$ cat config.mk
export PLATFORM = sky130hd
export DESIGN_NAME = front_end_top
export DESIGN_NICKNAME = d
export VERILOG_FILES = /design/src/hw/fe_pkg.sv /design/src/hw/fetch_if.sv /design/src/hw/pc_fetch.sv /design/src/hw/stall_ctrl.sv /design/src/hw/if_id.sv /design/src/hw/inst_decode.sv /design/src/hw/front_end_top.sv
export SDC_FILE = /design/constraint.sdc
export NUM_CORES = 1
export LEC_CHECK = 0
export BUFFER_PORTS_ARGS = -buffer_cell sky130_fd_sc_hd__buf_2
export CAP_MARGIN = 20
export CELL_PAD_IN_SITES_DETAIL_PLACEMENT = 1
export CELL_PAD_IN_SITES_GLOBAL_PLACEMENT = 2
export CORE_MARGIN = 3
export CORE_UTILIZATION = 25
export CTS_BUF_LIST = sky130_fd_sc_hd__clkbuf_4 sky130_fd_sc_hd__clkbuf_8 sky130_fd_sc_hd__clkbuf_16
export CTS_CLUSTER_DIAMETER = 50
export DETAILED_ROUTE_END_ITERATION = 12
export PLACE_DENSITY = 0.76
export SYNTH_ARGS = -nofsm -noshare
export SYNTH_HDL_FRONTEND = slang
export SYNTH_SLANG_ARGS = --single-unit
$ cat constraint.sdc
create_clock -name clk -period 2.4 [get_ports clk]
set_clock_uncertainty 0.05 [all_clocks]
set_input_delay 0.12 -clock clk [delete_from_list [all_inputs] [get_ports clk]]
set_output_delay 0.12 -clock clk [all_outputs]
set_load 0.005 [all_outputs]
$ cat src/hw/fe_pkg.sv
package fe_pkg;

    localparam int xlen = 32;
    localparam logic [xlen-1:0] reset_pc = 32'h0000_0000;

    // stall vector, one bit per frozen point
    localparam int stall_w  = 3;
    localparam int stall_pc = 0;  // fetch unit
    localparam int stall_if = 1;  // fetch to if/id handoff
    localparam int stall_id = 2;  // if/id register

    // fetch fsm encoding
    localparam int             state_w = 2;
    localparam logic [state_w-1:0] st_idle = 2'd0;
    localparam logic [state_w-1:0] st_bus  = 2'd1;
    localparam logic [state_w-1:0] st_hold = 2'd2;  // word held for if/id

    // rv32i major opcodes
    localparam logic [6:0] op_lui    = 7'b0110111;
    localparam logic [6:0] op_auipc  = 7'b0010111;
    localparam logic [6:0] op_jal    = 7'b1101111;
    localparam logic [6:0] op_jalr   = 7'b1100111;
    localparam logic [6:0] op_branch = 7'b1100011;
    localparam logic [6:0] op_load   = 7'b0000011;
    localparam logic [6:0] op_store  = 7'b0100011;
    localparam logic [6:0] op_op_imm = 7'b0010011;
    localparam logic [6:0] op_op     = 7'b0110011;
    localparam logic [6:0] op_system = 7'b1110011;

    localparam int op_class_w = 4;
    localparam logic [op_class_w-1:0] cls_lui     = 4'd0;
    localparam logic [op_class_w-1:0] cls_auipc   = 4'd1;
    localparam logic [op_class_w-1:0] cls_jal     = 4'd2;
    localparam logic [op_class_w-1:0] cls_jalr    = 4'd3;
    localparam logic [op_class_w-1:0] cls_branch  = 4'd4;
    localparam logic [op_class_w-1:0] cls_load    = 4'd5;
    localparam logic [op_class_w-1:0] cls_store   = 4'd6;
    localparam logic [op_class_w-1:0] cls_op_imm  = 4'd7;
    localparam logic [op_class_w-1:0] cls_op      = 4'd8;
    localparam logic [op_class_w-1:0] cls_system  = 4'd9;
    localparam logic [op_class_w-1:0] cls_illegal = 4'd15;

    // one instruction word, seen through each rv32i format
    typedef union packed {
        logic [31:0] raw;
        struct packed {
            logic [6:0] funct7;
            logic [4:0] rs2;
            logic [4:0] rs1;
            logic [2:0] funct3;
            logic [4:0] rd;
            logic [6:0] opcode;
        } r;
        struct packed {
            logic [11:0] imm_11_0;
            logic [4:0]  rs1;
            logic [2:0]  funct3;
            logic [4:0]  rd;
            logic [6:0]  opcode;
        } i;
        struct packed {
            logic [6:0] imm_11_5;
            logic [4:0] rs2;
            logic [4:0] rs1;
            logic [2:0] funct3;
            logic [4:0] imm_4_0;
            logic [6:0] opcode;
        } s;
        struct packed {
            logic       imm_12;
            logic [5:0] imm_10_5;
            logic [4:0] rs2;
            logic [4:0] rs1;
            logic [2:0] funct3;
            logic [3:0] imm_4_1;
            logic       imm_11;
            logic [6:0] opcode;
        } b;
        struct packed {
            logic [19:0] imm_31_12;
            logic [4:0]  rd;
            logic [6:0]  opcode;
        } u;
        struct packed {
            logic       imm_20;
            logic [9:0] imm_10_1;
            logic       imm_11;
            logic [7:0] imm_19_12;
            logic [4:0] rd;
            logic [6:0] opcode;
        } j;
    } inst_u;

endpackage

$ cat src/hw/fetch_if.sv
`timescale 1ns/1ns

// handoff of one fetched word from the fetch unit to if/id
interface fetch_if;

    logic                    valid;  // word held by fetch
    logic [fe_pkg::xlen-1:0] pc;
    fe_pkg::inst_u           inst;
    logic                    ready;  // if/id takes it

    modport src (
        output valid,
        output pc,
        output inst,
        input  ready
    );

    modport dst (
        input  valid,
        input  pc,
        input  inst,
        output ready
    );

endinterface

$ cat src/hw/pc_fetch.sv
`timescale 1ns/1ns

module pc_fetch (
    input  logic                       clk,
    input  logic                       arst_n,
    input  logic [fe_pkg::stall_w-1:0] stall,
    input  logic                       redirect_valid,
    input  logic [fe_pkg::xlen-1:0]    redirect_pc,
    output logic                       wb_cyc,
    output logic                       wb_stb,
    output logic                       wb_we,
    output logic [3:0]                 wb_sel,
    output logic [fe_pkg::xlen-1:0]    wb_adr,
    input  logic [fe_pkg::xlen-1:0]    wb_dat_i,
    input  logic                       wb_ack,
    fetch_if.src                       fetch,
    output logic                       fetch_wait
);

    logic [fe_pkg::state_w-1:0] state;
    logic [fe_pkg::xlen-1:0]    pc;       // address of the next word in program order
    logic [fe_pkg::xlen-1:0]    adr_q;    // address of the open or held word
    fe_pkg::inst_u              inst_q;
    logic                       discard;  // open cycle belongs to an old path
    logic                       take;
    logic                       start;
    logic [fe_pkg::xlen-1:0]    next_pc;

    // word handed to if/id on this edge
    assign take = fetch.valid && fetch.ready && !stall[fe_pkg::stall_pc];

    // redirect beats the normal advance
    assign next_pc = redirect_valid ? redirect_pc :
                     take           ? pc + 32'd4  : pc;

    // a new bus cycle opens after reset, after a dropped cycle,
    // after a transfer, or when a held word is dropped by a redirect
    assign start = (state == fe_pkg::st_idle) ||
                   ((state == fe_pkg::st_hold) && (take || redirect_valid));

    always_ff @(posedge clk or negedge arst_n) begin
        if (!arst_n) begin
            state   <= fe_pkg::st_idle;
            pc      <= fe_pkg::reset_pc;
            discard <= 1'b0;
        end else begin
            pc <= next_pc;
            case (state)
                fe_pkg::st_idle: begin
                    state <= fe_pkg::st_bus;
                end
                fe_pkg::st_bus: begin
                    if (wb_ack) begin
                        // stale data is thrown away, cyc drops either way
                        if (discard || redirect_valid) begin
                            state <= fe_pkg::st_idle;
                        end else begin
                            state <= fe_pkg::st_hold;
                        end
                        discard <= 1'b0;
                    end else if (redirect_valid) begin
                        discard <= 1'b1;  // let the cycle finish
                    end
                end
                fe_pkg::st_hold: begin
                    if (start) begin
                        state <= fe_pkg::st_bus;
                    end
                end
                default: begin
                    state <= fe_pkg::st_idle;
                end
            endcase
        end
    end

    always_ff @(posedge clk) begin
        if (start) begin
            adr_q <= next_pc;  // stable for the whole bus cycle
        end
        if ((state == fe_pkg::st_bus) && wb_ack) begin
            inst_q.raw <= wb_dat_i;
        end
    end

    // classic wishbone, read only, one cycle at a time
    assign wb_cyc = (state == fe_pkg::st_bus);
    assign wb_stb = (state == fe_pkg::st_bus);
    assign wb_we  = 1'b0;
    assign wb_sel = 4'hf;
    assign wb_adr = adr_q;

    assign fetch.valid = (state == fe_pkg::st_hold);
    assign fetch.pc    = adr_q;
    assign fetch.inst  = inst_q;

    assign fetch_wait = (state != fe_pkg::st_hold);

endmodule

$ cat src/hw/stall_ctrl.sv
`timescale 1ns/1ns

module stall_ctrl (
    input  logic                       back_stall,
    input  logic                       fetch_wait,
    input  logic                       redirect_valid,
    output logic [fe_pkg::stall_w-1:0] stall,
    output logic                       flush
);

    // flush wins over everything else
    assign flush = redirect_valid;

    always_comb begin
        stall = '0;
        if (redirect_valid) begin
            // no handoff while the old path is thrown away
            stall[fe_pkg::stall_if] = 1'b1;
        end else if (back_stall) begin
            stall[fe_pkg::stall_id] = 1'b1;  // freeze decode outputs
            stall[fe_pkg::stall_if] = 1'b1;
        end else if (fetch_wait) begin
            // no word yet, bubble into if/id
            stall[fe_pkg::stall_pc] = 1'b1;
        end
    end

endmodule

$ cat src/hw/if_id.sv
`timescale 1ns/1ns

module if_id (
    input  logic                       clk,
    input  logic                       arst_n,
    fetch_if.dst                       fetch,
    input  logic [fe_pkg::stall_w-1:0] stall,
    input  logic                       flush,
    output logic                       id_valid,
    output logic [fe_pkg::xlen-1:0]    id_pc,
    output fe_pkg::inst_u              id_inst
);

    // handoff blocked whenever the interface stage is frozen
    assign fetch.ready = !stall[fe_pkg::stall_if];

    always_ff @(posedge clk or negedge arst_n) begin
        if (!arst_n) begin
            id_valid <= 1'b0;
            id_pc    <= '0;
            id_inst  <= '0;
        end else if (flush) begin
            // wrong path, drop the entry
            id_valid <= 1'b0;
            id_pc    <= '0;
            id_inst  <= '0;
        end else if (stall[fe_pkg::stall_id]) begin
            id_valid <= id_valid;  // back end not taking it
            id_pc    <= id_pc;
            id_inst  <= id_inst;
        end else if (stall[fe_pkg::stall_pc]) begin
            // nothing fetched yet, bubble
            id_valid <= 1'b0;
            id_pc    <= '0;
            id_inst  <= '0;
        end else begin
            id_valid <= fetch.valid;
            id_pc    <= fetch.pc;
            id_inst  <= fetch.inst;
        end
    end

endmodule

$ cat src/hw/inst_decode.sv
`timescale 1ns/1ns

module inst_decode (
    input  fe_pkg::inst_u                 id_inst,
    output logic [fe_pkg::op_class_w-1:0] op_class,
    output logic [4:0]                    rd,
    output logic [4:0]                    rs1,
    output logic [4:0]                    rs2,
    output logic [fe_pkg::xlen-1:0]       imm
);

    logic [fe_pkg::xlen-1:0] imm_i;
    logic [fe_pkg::xlen-1:0] imm_s;
    logic [fe_pkg::xlen-1:0] imm_b;
    logic [fe_pkg::xlen-1:0] imm_u;
    logic [fe_pkg::xlen-1:0] imm_j;

    // immediates for each format, sign taken from bit 31
    assign imm_i = {{20{id_inst.i.imm_11_0[11]}}, id_inst.i.imm_11_0};
    assign imm_s = {{20{id_inst.s.imm_11_5[6]}}, id_inst.s.imm_11_5, id_inst.s.imm_4_0};
    assign imm_b = {{19{id_inst.b.imm_12}}, id_inst.b.imm_12, id_inst.b.imm_11,
                    id_inst.b.imm_10_5, id_inst.b.imm_4_1, 1'b0};
    assign imm_u = {id_inst.u.imm_31_12, 12'h000};
    assign imm_j = {{11{id_inst.j.imm_20}}, id_inst.j.imm_20, id_inst.j.imm_19_12,
                    id_inst.j.imm_11, id_inst.j.imm_10_1, 1'b0};

    always_comb begin
        op_class = fe_pkg::cls_illegal;
        rd       = 5'd0;
        rs1      = 5'd0;
        rs2      = 5'd0;
        imm      = '0;
        case (id_inst.r.opcode)
            fe_pkg::op_lui, fe_pkg::op_auipc: begin
                op_class = (id_inst.r.opcode == fe_pkg::op_lui) ? fe_pkg::cls_lui :
                                                                  fe_pkg::cls_auipc;
                rd  = id_inst.u.rd;
                imm = imm_u;
            end
            fe_pkg::op_jal: begin
                op_class = fe_pkg::cls_jal;
                rd       = id_inst.j.rd;
                imm      = imm_j;
            end
            fe_pkg::op_jalr, fe_pkg::op_load, fe_pkg::op_op_imm, fe_pkg::op_system: begin
                case (id_inst.r.opcode)
                    fe_pkg::op_jalr:  op_class = fe_pkg::cls_jalr;
                    fe_pkg::op_load:  op_class = fe_pkg::cls_load;
                    fe_pkg::op_op_imm: op_class = fe_pkg::cls_op_imm;
                    default:          op_class = fe_pkg::cls_system;
                endcase
                rd  = id_inst.i.rd;
                rs1 = id_inst.i.rs1;
                imm = imm_i;
            end
            fe_pkg::op_branch: begin
                op_class = fe_pkg::cls_branch;
                rs1      = id_inst.b.rs1;
                rs2      = id_inst.b.rs2;
                imm      = imm_b;
            end
            fe_pkg::op_store: begin
                op_class = fe_pkg::cls_store;
                rs1      = id_inst.s.rs1;
                rs2      = id_inst.s.rs2;
                imm      = imm_s;
            end
            fe_pkg::op_op: begin
                op_class = fe_pkg::cls_op;  // r format, no immediate
                rd       = id_inst.r.rd;
                rs1      = id_inst.r.rs1;
                rs2      = id_inst.r.rs2;
            end
            default: begin
                op_class = fe_pkg::cls_illegal;
            end
        endcase
    end

endmodule

$ cat src/hw/front_end_top.sv
`timescale 1ns/1ns

module front_end_top (
    input  logic                          clk,
    input  logic                          arst_n,
    output logic                          wb_cyc,
    output logic                          wb_stb,
    output logic                          wb_we,
    output logic [3:0]                    wb_sel,
    output logic [fe_pkg::xlen-1:0]       wb_adr,
    input  logic [fe_pkg::xlen-1:0]       wb_dat_i,
    input  logic                          wb_ack,
    input  logic                          redirect_valid,
    input  logic [fe_pkg::xlen-1:0]       redirect_pc,
    input  logic                          back_stall,
    output logic                          id_valid,
    output logic [fe_pkg::xlen-1:0]       id_pc,
    output logic [fe_pkg::op_class_w-1:0] op_class,
    output logic [4:0]                    rd,
    output logic [4:0]                    rs1,
    output logic [4:0]                    rs2,
    output logic [fe_pkg::xlen-1:0]       imm
);

    logic [fe_pkg::stall_w-1:0] stall;
    logic                       flush;
    logic                       fetch_wait;
    fe_pkg::inst_u              id_inst;

    fetch_if fetch_bus ();

    pc_fetch pc_fetch_inst (
        .clk            (clk),
        .arst_n         (arst_n),
        .stall          (stall),
        .redirect_valid (redirect_valid),
        .redirect_pc    (redirect_pc),
        .wb_cyc         (wb_cyc),
        .wb_stb         (wb_stb),
        .wb_we          (wb_we),
        .wb_sel         (wb_sel),
        .wb_adr         (wb_adr),
        .wb_dat_i       (wb_dat_i),
        .wb_ack         (wb_ack),
        .fetch          (fetch_bus.src),
        .fetch_wait     (fetch_wait)
    );

    stall_ctrl stall_ctrl_inst (
        .back_stall     (back_stall),
        .fetch_wait     (fetch_wait),
        .redirect_valid (redirect_valid),
        .stall          (stall),
        .flush          (flush)
    );

    if_id if_id_inst (
        .clk      (clk),
        .arst_n   (arst_n),
        .fetch    (fetch_bus.dst),
        .stall    (stall),
        .flush    (flush),
        .id_valid (id_valid),
        .id_pc    (id_pc),
        .id_inst  (id_inst)
    );

    inst_decode inst_decode_inst (
        .id_inst  (id_inst),
        .op_class (op_class),
        .rd       (rd),
        .rs1      (rs1),
        .rs2      (rs2),
        .imm      (imm)
    );

endmodule

==> impl_metrics.toml, run 1 <==
[outcome]
status = "finished, final reports clean"

[min_path]
hold_path_class = "input port to flip-flop"
min_path_cells = 3

[yosys]
synth-edff-count = 64
synth-seq-cells = 164
synthAdderAreaFrac_pct = 0.180
synth_top_cell_area_share_pct = 36.0
synthArstFlopShare_pct = 61.0
synth-compound-area-share_pct = 18.3
avgSynthCellArea_um2 = 12.6
netlist_area_um2 = 6960
synthCells = 552
yosys_most_used_dff = "dfrtp_1"
synth_top_cell_by_area = "dfrtp_1"
synth_xor_xnor_area_share_pct = 1.26
yosysWarnings = 0
ys_seq_area_share_pct = 63.6
synthTopCellsByArea = "dfrtp_1, edfxtp_1, a22o_1"
synth.distinct_cells = 56
synthSimpleGateAreaFrac_pct = 12.9
synthMuxAreaShare_pct = 0.611
synth_top_family_by_area = "compound AO/OA/AOI/OAI gates"

[pwr]
p_total_mw = 6.65
seqPwrFrac_pct = 48.8
ir_worst_vdd_uv = 366
switching_share_pct = 23.9
p_leak_nw = 4.49
p_sw_mw = 1.59
p_int_mw = 5.06
power.density_nw_per_um2 = 678
comb_power_share_pct = 8.9
clock_power_share_pct = 42.3

[floorplanning]
start_util_pct = 25.6
row_count = 60
io_pins = 192
dieArea_um2 = 29900
die_w_um = 173
core_area_um2 = 27200
die_h_um = 173

[placement]
numPortBuffers = 186
hpwl_mm = 14.9
dp_cells = 1094
place_area_um2 = 8440
gp_congestion = 0.755
pre_cts_ws_ps = 54.0

[layout]
finalNonFillerCells = 1201
layout_commonest_cell = "buf_2"
synthToLayoutAreaGrowth_pct = 40.9
design_area_um2 = 9810
final_cell_mix = "buf_2, dfrtp_1, a22o_1"
drive_gt1_share_pct = 33.3
utilization_pct = 36.1
nets = 885

[global_route]
gr-usage-all-layers_pct = 14.9
grt_pass1_wl_mm = 35.3
grt_pass1_vias = 6081
antenna_found_initial = 1
grt_max_degree = 68
grt-ovfl-total = 0

[sta]
rsz0062_at_grt = "no"
drv_slew = 0
min_period_ps = 2290
finalCritPeriodShare_pct = 95.2
setup-tns-final_ps = 0
fmax_mhz = 438
slew_headroom_pct = 62.2
hold_ws_ps = 35.7
setup_violations = 0
finalHoldViolations = 0
tightest_slew_ps = 567
finalWorstSetupSlack_ps = 115

[run]
maxCapViolCount = 0

[route]
vias_per_cell = 4.68
drt-total-wl_mm = 22.3
wl_per_cell_um = 18.5
drc = 0
vias = 5625
drt_iter0_markers = 245
drtPass1Iterations = 4
ant_nets = 0

[clock_tree]
insertion_delay_ps = 420
cts_tree = "built"
htree_levels = 4
cts_max_path_buffers = 2
clock-sinks = 164
clk_pin_slew_ps = 70
numCtsBuffers = 17
root_buffer = "clkbuf_16"

[worst_setup_path]
path_max_fanout = 13
crit_slowest_cell = "dfrtp_2"
critPathRequiredTime_ps = 2230
slowest_delay_ps = 500
ff2ff_path_depth = 4
critPathLaunchType = "flip-flop"
critPathCaptureType = "output port"
cp.arrival_ps = 2120
critical_path_class = "flip-flop to output port"
crit_chain = "or2_2, or3_1, a21oi_4, a22o_1, buf_2"
cells in the mapped netlist (2+ instances only):
library cell	instances
xor2_1	8
a22oi_1	2
nor3_1	3
o21a_1	2
nand3_1	13
clkbuf_1	29
edfxtp_1	64
and4_1	5
nor2b_1	7
inv_1	8
and3b_1	2
o31a_1	2
dfrtp_1	100
and2_1	19
o211ai_1	4
a21oi_1	8
o31ai_1	15
mux2_2	2
conb_1	2
buf_2	2
nor2_1	22
o21ai_0	18
buf_4	6
nor3b_1	7
o21bai_1	3
and3_1	8
a22o_1	68
a31oi_1	16
nand2_1	26
xnor2_1	2
nand4_2	2
a21o_1	21
nand3b_1	2
or3_1	6
buf_1	5
nand4_1	9
or4_1	14
mux2i_1	2
cell type report:
class,count,area (µm²)
antenna,1,2.50
clock buffer,22,487
clock inverter,10,123
fill,3036,17400
inverter,9,33.8
multi-input combinational,340,2390
sequential,164,4430
tap,372,465
timing repair buffer,283,1870
worst max-delay path, delay by kind of cell (launching register included):
| family | cells | cell delay, ps |
|---|---|---|
| flops | 1 | 500 |
| compound gates | 2 | 350 |
| buf+inv | 1 | 110 |
| simple gates | 2 | 730 |
cell families after synthesis:
| logic type | count (synthesis) |
|---|---|
| AOI/OAI and AO/OA | 168 |
| DFF | 164 |
| and+or+nand+nor | 152 |
| buffers and inverters | 51 |
| xor gates and xnor gates | 10 |
| muxes | 4 |
| other | 2 |
| adders and majority gates | 1 |
final timing paths:
check                                       startpoint                          to  slack (ps)
setup / recovery                 if_id_inst.id_inst[2]                      imm[3]         110
hold / removal                         redirect_pc[30]        pc_fetch_inst.pc[30]          40
setup reg to reg                  pc_fetch_inst.pc[15]  pc_fetch_inst.fetch.pc[24]         220
hold reg to reg            pc_fetch_inst.fetch.inst[7]       if_id_inst.id_inst[7]         420
max in group asynchronous                       arst_n       if_id_inst.id_inst[2]        1380
min in group asynchronous                       arst_n        if_id_inst.id_pc[18]         140
power by group through the flow:
| stage | sequential (mW) | combinational [mW] | clock (mW) |
|---|---|---|---|
| 2_1_floorplan | 3.27 | 0.227 | 0 |
| 3_3_place_gp | 3.30 | 0.507 | 0 |
| 3_5_place_dp | 3.30 | 0.518 | 0 |
| 4_1_cts | 3.25 | 0.607 | 2.91 |
| 5_1_grt | 3.27 | 0.667 | 3.03 |
| 6_report | 3.25 | 0.593 | 2.82 |
what timing repair did:
item,in CTS,in global routing
setup endpoints to repair,22,46
pin swaps,0,4
resized for setup,6,8
hold endpoints to repair,105,0
setup buffers,0,9
gates cloned,0,0
hold buffers,65,0
per-layer routing:
metal | global-route usage (%) | wire length (µm) | up-vias
li1 | - | - | 2627
met1 | 18.6 | 9790 | 2834
met2 | 26.6 | 11400 | 148
met3 | 2.83 | 879 | 16
met4 | 3.82 | 222 | 0
met5 | 0 | 0 | -
flip-flops by register name, summed over array words and instances, names as in the netlist:
name	flops
pc_fetch_inst.fetch.pc	32
if_id_inst.id_pc	32
if_id_inst.id_inst	32
pc_fetch_inst.fetch.inst	32
pc_fetch_inst.state	2
pc_fetch_inst.discard	1
if_id_inst.id_valid	1
pc_fetch_inst.pc	32
No activity file was read; power rests on OpenSTA's default activity.
==> inputs of run 2 (changes only) <==
--- a/config.mk
+++ b/config.mk
@@ -11,7 +11,6 @@
 export CELL_PAD_IN_SITES_GLOBAL_PLACEMENT = 2
 export CORE_MARGIN = 3
 export CORE_UTILIZATION = 25
-export CTS_BUF_LIST = sky130_fd_sc_hd__clkbuf_4 sky130_fd_sc_hd__clkbuf_8 sky130_fd_sc_hd__clkbuf_16
 export CTS_CLUSTER_DIAMETER = 50
 export DETAILED_ROUTE_END_ITERATION = 12
 export PLACE_DENSITY = 0.76
==> run 2 against run 1 <==
  * Largest power group unchanged
  * Core utilization hardly changed
  * Flip-flop and latch count stayed put
  * Final area is 0.11% lower
  * Critical endpoint unchanged
  * Maximum frequency is 0.11% lower
  * Count of clock-buffer cells in the layout stayed put
==> impl_metrics.toml, run 2 (synthesis results as in run 1) <==
[outcome]
status = "finished, final reports clean"

[clock_tree]
clk_pin_slew_ps = 70
clock-sinks = 164
root_buffer = "clkbuf_16"
cts_tree = "built"
cts_max_path_buffers = 2
insertion_delay_ps = 420
htree_levels = 4
numCtsBuffers = 17

[worst_setup_path]
reg2reg_to = "pc_fetch_inst.fetch.pc[24]"
critPathCaptureType = "output port"
ff2ff_path_depth = 4
crit_slowest_cell = "dfrtp_2"
r2r_slack_ps = 210
critPathRequiredTime_ps = 2230
reg2reg_from = "pc_fetch_inst.pc[15]"
cp_top_family = "simple AND/OR/NAND/NOR gates"
slowest_delay_ps = 500
crit_chain = "or2_2, or3_1, a21oi_4, a22o_1, buf_2"
cp.arrival_ps = 2120
path_max_fanout = 13
critical_path_class = "flip-flop to output port"
cp.buffers_inverters = 1
critPathLaunchType = "flip-flop"

[pwr]
p_leak_nw = 4.48
p_sw_mw = 1.59
seqPwrFrac_pct = 49.0
comb_power_share_pct = 9.0
clock_power_share_pct = 42.0
p_int_mw = 5.03
switching_share_pct = 24.1
power.density_nw_per_um2 = 676
p_total_mw = 6.62
ir_worst_vdd_uv = 366

[sta]
hold_ws_ps = 47.0
tightest_slew_ps = 571
setup-tns-final_ps = 0
setup_violations = 0
drv_slew = 0
fmax_mhz = 437
min_period_ps = 2290
slew_headroom_pct = 61.9
finalHoldViolations = 0
rsz0062_at_grt = "no"
finalCritPeriodShare_pct = 95.3

[layout]
drive_gt1_share_pct = 33.0
synthToLayoutAreaGrowth_pct = 40.8
layout_commonest_cell = "buf_2"
final_cell_mix = "buf_2, dfrtp_1, a22o_1"
finalNonFillerCells = 1201
nets = 885

[global_route]
grtUsageMet3_pct = 2.83
grt_busiest_layer = "met2"
gr-usage-all-layers_pct = 14.9
grt_util_met2_pct = 26.6
grt_pass1_wl_mm = 35.3
grt_max_degree = 68
grt-ovfl-total = 0
antenna_found_initial = 1
grt_pass1_vias = 6077
met1_usage_pct = 18.6

[placement]
dp_cells = 1094
gp_congestion = 0.755
numPortBuffers = 186
hpwl_mm = 14.9

[route]
wl_per_cell_um = 18.6
drtPass1Iterations = 4
drc = 0
vias = 5646
vias_per_cell = 4.70
ant_nets = 0
drt-total-wl_mm = 22.3
drt_iter0_markers = 250

[min_path]
min_path_cells = 3
hold_path_class = "input port to flip-flop"
min_to = "pc_fetch_inst.pc[30]"
min-delay-start = "redirect_pc[30]"

[floorplanning]
start_util_pct = 25.6
die_w_um = 173
row_count = 60
io_pins = 192
die_h_um = 173
dieArea_um2 = 29900
core_area_um2 = 27200

[run]
maxCapViolCount = 0
==> run 2: worst max-delay path by stage <==
stage,startpoint,to,slack (ps),depth (start not counted)
2_1_floorplan,pc_fetch_inst.state[0],pc_fetch_inst.fetch.inst[0],350,2
3_3_place_gp,pc_fetch_inst.state[0],pc_fetch_inst.fetch.pc[25],120,4
3_5_place_dp,pc_fetch_inst.state[0],pc_fetch_inst.fetch.pc[22],50,4
4_1_cts,if_id_inst.id_inst[4],imm[12],10,7
5_1_grt,pc_fetch_inst.pc[15],pc_fetch_inst.fetch.pc[24],8,4
6_report,if_id_inst.id_inst[2],imm[3],110,5
==> run 2: per-layer routing <==
metal / up-vias / routed length (µm)
met5: - / 0
met4: 0 / 211
met3: 15 / 939
met2: 163 / 11400
met1: 2842 / 9770
li1: 2626 / -
==> run 2: layout make-up <==
type / count / area (µm²)
Tap cell: 372 / 465
Sequential cell: 164 / 4430
Clock buffer: 22 / 475
Multi-Input combinational cell: 340 / 2390
Fill cell: 3036 / 17400
Antenna cell: 1 / 2.50
Inverter: 9 / 33.8
Clock inverter: 10 / 123
Timing Repair Buffer: 283 / 1870
==> run 2: power by group through the flow <==
stage | registers [mW] | clock network [mW] | logic [mW]
finish | 3.25 | 2.78 | 0.595
global route | 3.27 | 3.00 | 0.667
CTS | 3.25 | 2.87 | 0.607
detailed placement | 3.30 | 0 | 0.518
global placement | 3.30 | 0 | 0.507
floorplan | 3.27 | 0 | 0.227
==> run 2: through the flow <==
| step | worst slack [ps] | instance area, µm² | utilization (%) |
|---|---|---|---|
| after detailed placement | 54.0 | 8440 | 31.0 |
| after floorplan | 352 | 6980 | - |
| final | 112 | 9800 | 36.0 |
| after CTS | 11.4 | 9700 | 35.7 |
| after global placement | 119 | 8440 | 31.0 |
| after global routing | 8.12 | 9800 | 36.0 |
==> run 2: worst reg2reg max path, stage by stage, from the launching register on <==
cell      delay [ps]
dfrtp_1          420
and3_1           300
nand4b_1         410
or4_1            600
a31oi_1          230
==> run 2: timing repair <==
| action | 4_1_cts | 5_1_grt |
|---|---|---|
| buffers inserted | 0 | 9 |
| endpoints found under the setup margin | 22 | 46 |
| pin swaps | 0 | 4 |
| hold buffers | 65 | 0 |
| resized for setup | 6 | 8 |
| hold endpoints to repair | 105 | 0 |
